===== src/rtl/bp_settings.svh =====
`ifndef BP_SETTINGS_SVH
`define BP_SETTINGS_SVH

// Number of entries in each predictor table, must be a power of two
`define BP_ENTRIES 512

// Instruction address width
`define BP_XLEN 32

// Index width, taken from PC bits [BP_INDEX_W:1]
`define BP_INDEX_W $clog2(`BP_ENTRIES)

`endif


===== src/rtl/bp_pkg.sv =====
`default_nettype none

package bp_pkg;

    `include "bp_settings.svh"

    // Two-bit saturating counter, upper bit is the taken prediction
    typedef enum logic [1:0] {
        STRONG_NT = 2'd0,
        WEAK_NT   = 2'd1,
        WEAK_T    = 2'd2,
        STRONG_T  = 2'd3
    } pht_state_t;

    typedef logic [`BP_XLEN-1:0] addr_t;

    typedef logic [`BP_INDEX_W-1:0] bp_index_t;

    // Report that won the resolve priority this cycle
    typedef enum logic [1:0] {
        KIND_NONE   = 2'd0,
        KIND_BRANCH = 2'd1,
        KIND_JALR   = 2'd2,
        KIND_JAL    = 2'd3
    } resolve_kind_t;

endpackage

`default_nettype wire


===== src/rtl/resolve_update.sv =====
`timescale 1ns/1ps
`default_nettype none

`include "bp_settings.svh"

module resolve_update
    import bp_pkg::*;
(
    // Conditional branch report
    input  wire logic       is_branch_i,
    input  wire logic       branch_taken_i,
    input  wire addr_t      branch_pc_i,
    input  wire addr_t      branch_target_i,

    // Indirect jump report
    input  wire logic       is_jalr_i,
    input  wire addr_t      jalr_pc_i,
    input  wire addr_t      jalr_target_i,

    // Direct jump report
    input  wire logic       is_jal_i,
    input  wire addr_t      jal_pc_i,
    input  wire addr_t      jal_target_i,

    // Counter currently stored at upd_index_o
    input  wire pht_state_t cur_state_i,

    output bp_index_t       upd_index_o,
    output logic            state_we_o,
    output pht_state_t      next_state_o,
    output logic            target_we_o,
    output addr_t           target_o,
    output resolve_kind_t   kind_o
);

    resolve_kind_t kind;
    addr_t         sel_pc;
    addr_t         sel_target;
    logic          step_up;

    // Branch beats jalr, jalr beats jal
    always_comb begin
        if (is_branch_i) begin
            kind = KIND_BRANCH;
        end else if (is_jalr_i) begin
            kind = KIND_JALR;
        end else if (is_jal_i) begin
            kind = KIND_JAL;
        end else begin
            kind = KIND_NONE;
        end
    end

    always_comb begin
        case (kind)
            KIND_JALR: begin
                sel_pc     = jalr_pc_i;
                sel_target = jalr_target_i;
            end
            KIND_JAL: begin
                sel_pc     = jal_pc_i;
                sel_target = jal_target_i;
            end
            default: begin
                sel_pc     = branch_pc_i;
                sel_target = branch_target_i;
            end
        endcase
    end

    // Jumps always count as taken, only a not-taken branch steps down
    assign step_up = (kind != KIND_NONE) && !((kind == KIND_BRANCH) && !branch_taken_i);

    always_comb begin
        if (step_up) begin
            if (cur_state_i == STRONG_T) begin
                next_state_o = cur_state_i;
            end else begin
                next_state_o = pht_state_t'(cur_state_i + 2'd1);
            end
        end else begin
            if (cur_state_i == STRONG_NT) begin
                next_state_o = cur_state_i;
            end else begin
                next_state_o = pht_state_t'(cur_state_i - 2'd1);
            end
        end
    end

    // Bit 0 is ignored, halfword-aligned index
    assign upd_index_o = sel_pc[`BP_INDEX_W:1];
    assign state_we_o  = (kind != KIND_NONE);
    assign target_we_o = step_up;
    assign target_o    = sel_target;
    assign kind_o      = kind;

endmodule

`default_nettype wire


===== config.mk =====
export PLATFORM = sky130hd
export DESIGN_NAME = resolve_update
export DESIGN_NICKNAME = d
export VERILOG_FILES = /design/src/rtl/bp_pkg.sv /design/src/rtl/resolve_update.sv
export VERILOG_INCLUDE_DIRS = /design/src /design/src/rtl
export SDC_FILE = /design/constraint.sdc
export NUM_CORES = 1
export LEC_CHECK = 0
export BUFFER_PORTS_ARGS = -buffer_cell sky130_fd_sc_hd__buf_2
export CELL_PAD_IN_SITES_DETAIL_PLACEMENT = 1
export CELL_PAD_IN_SITES_GLOBAL_PLACEMENT = 1
export CORE_AREA = 2 2 94 96
export DETAILED_ROUTE_END_ITERATION = 10
export DIE_AREA = 0 0 96 98
export MAX_ROUTING_LAYER = met4
export PLACE_DENSITY_LB_ADDON = 0.1
export SLEW_MARGIN = 20
export SYNTH_ARGS = -nofsm -noshare
export SYNTH_HDL_FRONTEND = slang
export SYNTH_SLANG_ARGS = --single-unit

===== constraint.sdc =====
create_clock -name vclk -period 1.3
set_clock_uncertainty 0.15 [all_clocks]
set_input_delay 0 -clock vclk [all_inputs]
set_output_delay 0 -clock vclk [all_outputs]
set_load 0.01 [all_outputs]

After elaboration in Yosys (flattened, before gate mapping):

Cells that the tools add are included.

* register bits after elaboration: 0
* bits of input ports: 198
* logic and storage cells: 20

* add/sub/neg operators: 2
* eq/ne operators: 4
* muxes and demuxes: 8
* reductions and logical operators: 6

Operators with widths (number)
* $pmux W32 S2: 1
* $pmux W10 S2: 1
* $mux W2: 6
* $eq A2 B2 Y1 const B: 3
* $add A2 B1 Y2 const B: 1
* $eq A2 B1 Y1 const B: 1
* $logic_and A1 B1 Y1: 2
* $logic_not A1 Y1: 2
* $logic_not A2 Y1: 1
* $reduce_bool A2 Y1: 1
* $sub A2 B1 Y2 const B: 1

Depth between registers and ports, before layout:

* depth after elaboration: 8
* depth in mapped cells: 5
* gate-level depth less buffers: 3

Worst setup path after synthesis:

No wires, ideal clock.

* path kind: input -> output
* from: in is_branch_i
* to: out target_o[11]
* data arrival time: 0.903 ns
* required time: 1.150 ns
* path slack: 0.247 ns
* stages: 4
* path buffers: 2
* path through: buf_6 buf_2 or4b_1 o221a_2

* cells in the longest elaborated chain, start to end: 3

RTL lines
* from (decl): RTL line resolve_update.sv:10 `input wire logic is_branch_i,`
* $mux W2 *: RTL line resolve_update.sv:43 `if (is_branch_i) begin`
* $eq A2 B2 Y1: RTL line resolve_update.sv:55 `case (kind)`
* $pmux W32 S2 *: RTL line resolve_update.sv:55
* to (decl): RTL line resolve_update.sv:32 `output addr_t target_o,`

Mark *: on every way between the ends. The rest lies on a longest branch, timed or not.

Worst setup path in the final report:

* from: in is_branch_i
* to: out target_o[4]

The elaborated chain is that of the path after synthesis.

==> summary.txt <==
Run status
  • Outcome: finished clean

Cells and area
  • FF/Latch Area: 0 sq um
  • Most common cell after layout, fill and taps aside: buf_2
  • Area growth, synth to finish: 111.1%
  • Seq_cells: 0
  • Clock buf count: 0
  • Nets: 484
  • Share of cells above drive strength 1: 83.45%
  • Most frequent cells in the layout: 166 x buf_2, 40 x o221a_2, 33 x or4b_1, 8 x or4b_4, 8 x buf_6
  • Fill count: 1057
  • N_diodes: 0
  • Non-filler cells, final: 392

Worst setup path
  • Crit path kind: in -> out
  • Crit path from: is_branch_i
  • Crit. End Element: output port
  • CP startpoint kind: input port
  • Data arrival, critical path: 1130 ps
  • Req. time, crit path: 1150 ps
  • Crit-path max FO: 32
  • Setup crit end: target_o[4]

Route
  • Antenna Violating Nets Remaining: 0
  • Vias per cell: 4.714
  • Remaining routing DRC violations: 0
  • Via count: 1848
  • Drt wl/cell: 15.48 um
  • Initial detailed-routing violation count: 86
  • Total routed wirelength: 6.070 mm
  • Drt pass-1 iters: 3

STA
  • Max Slew Vio Count: 0
  • Final min period: 1281 ps
  • Slew HR: 83.33%
  • Final hold violations: 0
  • Worst-Margin Slew: 250.0 ps
  • Setup-failing EPs final: 0
  • Maximum clock rate: 0.7804 GHz
  • Worst hold margin: 192.4 ps
  • RSZ-0062 raised after global routing: true
  • Worst setup margin: 18.59 ps
  • Tcrit/Tclk final: 98.57%

Floorplan
  • I/O pin count: 245
  • Core area: 0.008466 sq mm
  • Row Count: 34
  • Die ar.: 0.009408 sq mm
  • Chip width: 96 um
  • Die Ht: 98 um
  • Initial core utilization: 12.47%

Synthesis
  • Register area share after synthesis: 0%
  • Avg Inst Size Synth: 8.874 sq um
  • Yosys cell types: 17
  • Cell count after synthesis: 119
  • Synthesized cell area: 0.001056 sq mm
  • Syn_nets: 317
  • Syn. warnings: 0

Placement
  • Port Buf Inserts: 176
  • RePlAce Congestion: 0.7861
  • Detailed placer's ending HPWL: 4.937 mm
  • Pre-CTS setup slack: -0.1860 ps
  • Inst Count DP: 392

Global routing
  • Global Route Usage Sum: 12.26%
  • Global-route wire length before repair: 9.246 mm
  • Vias in the first global route: 1841
  • Antenna violations before repair: 0
  • Pin count of the biggest net entering global routing: 35
  • Total gr overflow: 0

Power and ir drop
  • Leakage: 1.066 nW
  • Peak VDD IR: 0.07574 mV
  • PwrDens: 359.9 mW/mm^2

Hold path
  • Hold WC Path Type: in -> out
  • Min-delay src: branch_taken_i

Clocking
  • Setup Fix Bufs, Post-CTS: 0

Job
  • Max_cap viols: 0
[cell families (layout without fill, tap and decap cells)]
group	count (synthesis)	in the layout	synth area share [%]
simple gates	48	48	42.30
buf+inv	25	190	10.66
compound gates	46	46	47.04
[metrics by stage]
step                      TNS, ps  utilization, %  power (mW)  instance area, sq um
final                           0           26.34      0.8024                  2230
after global routing       -74.55           26.34      0.8795                  2230
after CTS                       0           25.33      0.7698                  2145
after detailed placement  -0.1860           25.29      0.7661                  2141
after global placement     -7.876           25.29      0.7666                  2141
after floorplan                 0               -      0.3561                  1056
[Yosys cell counts]
cell type   n  area share, %
nor2_1      1           0.36
o21bai_1    1           0.71
a21boi_0    1           0.71
o221a_2    40             43
or4b_1     41             39
nor2b_1     1           0.59
clkbuf_1   12            4.3
or3_1       1           0.59
a31oi_1     2            1.2
nand2_1     2           0.71
inv_1       2           0.71
a21o_1      1           0.71
nand2b_1    2            1.2
buf_6       1            1.1
inv_2       1           0.36
buf_2       9            4.3
o221a_1     1            1.1
[worst min path at each step]
stage	endpoint	slack, ps	depth (start not counted)
final	target_we_o	190	4
after global routing	target_we_o	210	4
after CTS	target_we_o	190	4
after detailed placement	target_we_o	190	4
after global placement	target_we_o	200	4
after floorplan	next_state_o[1]	-20	2
[area by class of cell]
type               count  area, sq um  area share, %
well taps            108        135.1          6.061
inverters              3        11.26         0.5051
multi-input cells     94        977.2          43.83
repair buffers       187         1106          49.61
[report_power, final]
group          internal (mW)  total (mW)  switching [mW]
logic                  0.466       0.802           0.336
registers                  0           0               0
clock network              0           0               0
total                  0.466       0.802           0.336
[repair_timing]
item / 4_1_cts / 5_1_grt
hold buffers: 0 / 0
gates resized for setup: 1 / 18
hold endpoints to repair: 0 / 0
setup endpoints to repair: 1 / 21
[per-layer routing]
layer | vias up | GRT usage [%] | part of all wire (%)
met3 | 6 | 1.389 | 10
met1 | 855 | 14.66 | 39
met5 | - | - | 0
met4 | 0 | 1.429 | 1.5
li1 | 880 | - | -
met2 | 107 | 22.28 | 49
[critical path, stage by stage]
cell,delay (ps)
buf_2,140
buf_12,160
or4b_4,540
o221a_2,140
buf_2,140
Power figures use the tool's default switching activity.
