File: src/rtl/bp_settings.svh
`ifndef BP_SETTINGS_SVH
`define BP_SETTINGS_SVH

// Number of entries in each predictor table, must be a power of two
`define BP_ENTRIES 512

// Instruction address width
`define BP_XLEN 32

// Index width, taken from PC bits [BP_INDEX_W:1]
`define BP_INDEX_W $clog2(`BP_ENTRIES)

`endif

File: src/rtl/bp_pkg.sv
`default_nettype none

package bp_pkg;

    `include "bp_settings.svh"

    // Two-bit saturating counter, upper bit is the taken prediction
    typedef enum logic [1:0] {
        STRONG_NT = 2'd0,
        WEAK_NT   = 2'd1,
        WEAK_T    = 2'd2,
        STRONG_T  = 2'd3
    } pht_state_t;

    typedef logic [`BP_XLEN-1:0] addr_t;

    typedef logic [`BP_INDEX_W-1:0] bp_index_t;

    // Report that won the resolve priority this cycle
    typedef enum logic [1:0] {
        KIND_NONE   = 2'd0,
        KIND_BRANCH = 2'd1,
        KIND_JALR   = 2'd2,
        KIND_JAL    = 2'd3
    } resolve_kind_t;

endpackage

`default_nettype wire

File: src/rtl/pred_table.sv
`timescale 1ns/1ps
`default_nettype none

`include "bp_settings.svh"

module pred_table
    import bp_pkg::*;
#(
    parameter type    entry_t     = logic [1:0],
    parameter entry_t RESET_VALUE = entry_t'(0)
) (
    input  wire logic      clk,
    input  wire logic      rst_n,

    // Write port
    input  wire logic      we_i,
    input  wire bp_index_t waddr_i,
    input  wire entry_t    wdata_i,

    // Read ports
    input  wire bp_index_t raddr_a_i,
    input  wire bp_index_t raddr_b_i,
    output entry_t         rdata_a_o,
    output entry_t         rdata_b_o
);

    entry_t mem [`BP_ENTRIES];

    // Whole table clears on reset, otherwise one entry per edge
    always_ff @(posedge clk) begin
        if (!rst_n) begin
            for (int i = 0; i < `BP_ENTRIES; i++) begin
                mem[i] <= RESET_VALUE;
            end
        end else if (we_i) begin
            mem[waddr_i] <= wdata_i;
        end
    end

    // Reads see the stored value, so a same-cycle write shows up next cycle
    assign rdata_a_o = mem[raddr_a_i];
    assign rdata_b_o = mem[raddr_b_i];

endmodule

`default_nettype wire

File: config.mk
export PLATFORM = sky130hd
export DESIGN_NAME = pred_table
export DESIGN_NICKNAME = d
export VERILOG_FILES = /design/src/rtl/bp_pkg.sv /design/src/rtl/pred_table.sv
export VERILOG_INCLUDE_DIRS = /design/src /design/src/rtl
export SDC_FILE = /design/constraint.sdc
export NUM_CORES = 2
export LEC_CHECK = 0
export BUFFER_PORTS_ARGS = -buffer_cell sky130_fd_sc_hd__clkbuf_2
export CORE_MARGIN = 2
export CORE_UTILIZATION = 60
export CTS_BUF_LIST = sky130_fd_sc_hd__clkbuf_4 sky130_fd_sc_hd__clkbuf_8 sky130_fd_sc_hd__clkbuf_16
export CTS_CLUSTER_DIAMETER = 50
export CTS_CLUSTER_SIZE = 25
export DETAILED_ROUTE_END_ITERATION = 7
export MAX_ROUTING_LAYER = met4
export PLACE_DENSITY = 0.74
export REMOVE_ABC_BUFFERS = 1
export SKIP_CTS_REPAIR_TIMING = 1
export SYNTH_ARGS = -nofsm -noshare
export SYNTH_HDL_FRONTEND = slang
export SYNTH_SLANG_ARGS = --single-unit
File: constraint.sdc
create_clock -name clk -period 3.28 [get_ports clk]
set_input_delay 0.164 -clock clk [delete_from_list [all_inputs] [get_ports clk]]
set_output_delay 0.164 -clock clk [all_outputs]
set_load 0.03 [all_outputs]
# ---- Yosys cells after proc, flatten, opt, wreduce, memory -nomap -nowiden
# Memory sizes are Yosys's and may differ from the RTL's.
# Index checks and enable logic that the tools add are counted.
dict set report op_classes {
  n_mux 7
  n_reduce_logical 1
}
# cell count
set op_table {}
lappend op_table {{$mux 9} 1}
lappend op_table {{$mux 1} 5}
lappend op_table {{$mux 2} 1}
lappend op_table {{$reduce_or 2->1} 1}
dict set report word_totals {
  reg_bits 0
  ram_bits 1024
  elab_cells 9
  n_memories 1
}
# memory depth word_bits read_ports rd_clocked_by_memory_dff write_ports line_no
set memory_table {}
lappend memory_table {mem 512 2 2 0 512 pred_table.sv:27} ;# entry_t mem [`BP_ENTRIES];

# ---- Longest topological paths before layout
dict set report logic_depth {
  word_depth 5
  mapped_depth 12
  mapped_depth_nobuf 8
}

# ---- Worst setup path before layout
# Ideal clock, no wire load.
dict set report synth_timing {
  path_type {input to output}
  start {input port raddr_a_i[1]}
  end {output port rdata_a_o[1] (netlist bit)}
  t_arrival_ns 2.579
  required_time_ns 3.116
  path_slack_ns 0.537
  stages 10
  n_path_buf 4
  path_cell_list {buf_2 > buf_2 > clkbuf_1 > clkbuf_1 > mux4_2 > o22ai_1 > nor3_1 > nor3_1 > o22ai_1 > or4_1}
}
# item line_no
set synth_rtl {}
lappend synth_rtl {{start: declaration} pred_table.sv:21} ;# input wire bp_index_t raddr_a_i,
lappend synth_rtl {{end: declaration} pred_table.sv:23} ;# output entry_t rdata_a_o,

==> impl_metrics.yaml <==
timing:
  setup_viol: 4
  finalHoldViolations: 0
  fmax_mhz: 277
  slew_headroom: 0.161
  maxSlewViolCount: 0
  finalCriticalPeriod_ns: 3.61
  tightest_slew_ns: 1.25
  post-route-period-util: 1.10
  setup_ws_ns: -0.332
  rsz0062_at_grt: "true"
grt:
  grt_max_degree: 199
  overflow: 0
  grt_pass1_vias: 45200
  grt_use_total: 0.436
  antenna_found_initial: 7
  grt_pass1_wl_um: 298000
pwr:
  power_density_nw_per_um2: 504
  peakVddDrop_v: 0.000573
  p_leak_nw: 21.3
  power_w: 0.0326
synthesis:
  synth_ff_type: "edfxtp_1"
  synth_area_um2: 57000
  synth_edf_count: 1024
  ys_seq_elements: 1024
  synth_cell_type_count: 58
  yosys_warnings: 0
  syn-instance-count: 4891
  ys_async_sr_fraction: 0
  seq_area_frac_synth: 0.539
  syn_area_per_cell_um2: 11.7
worst_setup_path:
  cp_slowest_stage_delay_ns: 0.50
  slowest_stage: "mux4_2"
  worstPathCellList: "mux4_2, o21ai_2, o211ai_1, nor4b_2, nand4_1, buf_6, a21oi_4, o21bai_1, or4_4, buf_6"
  cpMostUsedCell: "buf_6"
  end_kind: "primary output"
  start_kind: "flip-flop"
  cp.required_ns: 3.12
  crit_arrival_ns: 3.45
  timing.setup.critical_path_class: "flip-flop to primary output"
  path_max_fanout: 2
clock_network:
  numCtsBuffers: 109
  clk_pin_slew_worst_paths_ns: 0.07
  cts_sinks: 1024
  cts_root_buffer: "clkbuf_16"
  clockBufferDepth: 3
  cts_tree: "yes"
  cts.htree.levels: 3
drt:
  drc: 0
  drtIter0Drc: 8918
  routedWlPerCell_um: 33.3
  drt_pass1_iterations: 6
  antenna_left: 0
  via_per_inst: 7.45
  vias: 46700
  routed_wl_um: 209000
cells_and_area:
  regMostFlops: "mem"
  area_delta_synth_final_pct: 13.4
  largest_reg_flops: 1024
  final_nets: 4933
  reg_top3: "mem (1024)"
  drive_gt1_frac: 0.209
  fin_util: 0.684
  final_area_um2: 64700
  instances_no_fill: 6268
floorplanning:
  start_util: 0.603
  ios: 36
  dieWidth_um: 312
  dieHeight_um: 312
  core_area_um2: 94600
  rows: 113
  die_area_um2: 97500
status:
  violations: "setup timing"
  status: "finished, violations left"
placed_design:
  pre_cts_slack_ns: -0.121
  globalplace.congestion: 1.07
  dp_cells: 6047
  io_buffers: 35
  placed_area_um2: 60200
  dpl.hpwl_um: 138000
hold_path:
  hp-start: "waddr_i[0]"
  holdPathEnd: "mem[183][0]"
  holdPathStages: 3
  hp-class: "input port to flip-flop"
run:
  cap_violations: 0
-- power by group --
group	total, W	internal, W	switching, W
Clock	0.0131	0.00720	0.00594
Sequential	0.0154	0.0150	0.000392
Combinational	0.00401	0.00162	0.00239
Total	0.0326	0.0239	0.00872
-- cells by family after synthesis --
| kind of cell | share of synthesized area |
|---|---|
| AND/OR/NAND/NOR | 0.104 |
| flip-flops | 0.539 |
| multiplexers | 0.191 |
| AO/OA/AOI/OAI | 0.114 |
| buffers and inverters | 0.0511 |
-- cell type report --
| type | count | area, µm² |
|---|---|---|
| inverters | 10 | 37.5 |
| flip-flops and latches | 1024 | 30700 |
| fillers | 6748 | 29900 |
| repair buffers | 480 | 4520 |
| diodes | 10 | 25.0 |
| multi-input cells | 3276 | 23900 |
| clock inverters | 89 | 1050 |
| well taps | 1265 | 1580 |
| clock buffers | 114 | 2800 |
-- synth_stat cells (4+ instances only) --
library cell / number / area [µm²]
or4_1: 8 / 60.1
nand2b_1: 6 / 37.5
nand4_1: 15 / 93.8
o22ai_1: 86 / 538
nor3_1: 90 / 450
nor3b_1: 5 / 37.5
nor4_1: 20 / 125
a221oi_1: 14 / 123
inv_1: 6 / 22.5
and2_1: 13 / 81.3
o211ai_1: 12 / 90.1
mux2_2: 8 / 90.1
a211oi_1: 22 / 165
nor2_1: 1096 / 4110
mux2i_1: 504 / 5040
a2111oi_0: 6 / 52.6
nor2b_1: 8 / 50.1
o32ai_1: 4 / 35.0
clkbuf_1: 401 / 1510
o221ai_1: 220 / 1930
buf_6: 56 / 631
mux4_2: 255 / 5740
o21ai_0: 575 / 2880
and3_1: 5 / 31.3
a221o_1: 4 / 40.0
nand2_1: 114 / 428
buf_4: 28 / 210
edfxtp_1: 1024 / 30700
clkinv_1: 4 / 15.0
nand3_1: 40 / 200
buf_2: 70 / 350
nand3b_1: 4 / 30.0
o21a_1: 4 / 30.0
buf_1: 20 / 75.1
a21oi_1: 82 / 410
o21ai_1: 7 / 35.0
or3_1: 13 / 81.3
-- critical path, delay by kind of cell, from the launching register on --
kind	cells	cell delay (ns)
compound gates	4	0.64
simple gates	3	0.86
mux	1	0.50
flops	1	0.41
buf+inv	2	0.31
-- metrics by stage --
step                      setup TNS (ns)  hold slack, ns
after global routing              -0.949           0.149
after floorplan                    -4.09           0.399
after CTS                          -1.66          -0.155
after detailed placement          -0.361           0.575
final                             -0.977           0.122
after global placement            -0.499           0.558
-- cells in the final DEF, fill, tap and decap left out, drive strengths merged, types with 6 or more instances in the layout --
cell type	netlist	layout
o21ai	582	582
clkbuf	401	139
clkinv	4	34
nor2b	8	8
o221ai	220	220
nand2	116	116
mux4	256	256
mux2i	504	504
o32ai	6	6
inv	6	46
a211oi	22	22
a21oi	82	82
nand2b	6	6
nor2	1096	1096
nand3	40	40
nor3	90	90
bufinv	0	9
and2	14	14
clkinvlp	0	10
edfxtp	1024	1024
a221oi	14	14
nor4	20	20
nand4	15	15
diode	0	10
mux2	8	8
or3	13	13
o211ai	12	12
or4	8	8
o22ai	86	86
a2111oi	6	6
buf	180	454
-- worst max-delay path by stage --
stage	from	end	slack (ns)	depth (start not counted)
after floorplan	raddr_a_i[1]	rdata_a_o[1]	-1.06	7
after detailed placement	raddr_a_i[2]	rdata_a_o[0]	-0.12	11
final	mem[250][0]	rdata_a_o[0]	-0.33	10
after global routing	mem[250][0]	rdata_a_o[0]	-0.32	10
after global placement	raddr_b_i[0]	rdata_b_o[1]	-0.23	13
after CTS	mem[333][0]	rdata_a_o[0]	-0.46	9
-- layer usage --
metal / up-vias / wire (µm) / GRT usage
li1: 18700 / - / -
met1: 22600 / 67100 / 0.535
met2: 4449 / 90900 / 0.632
met3: 1043 / 34200 / 0.133
met4: 0 / 16700 / 0.273
met5: - / 0 / -
(Power assumes the default switching activity.)
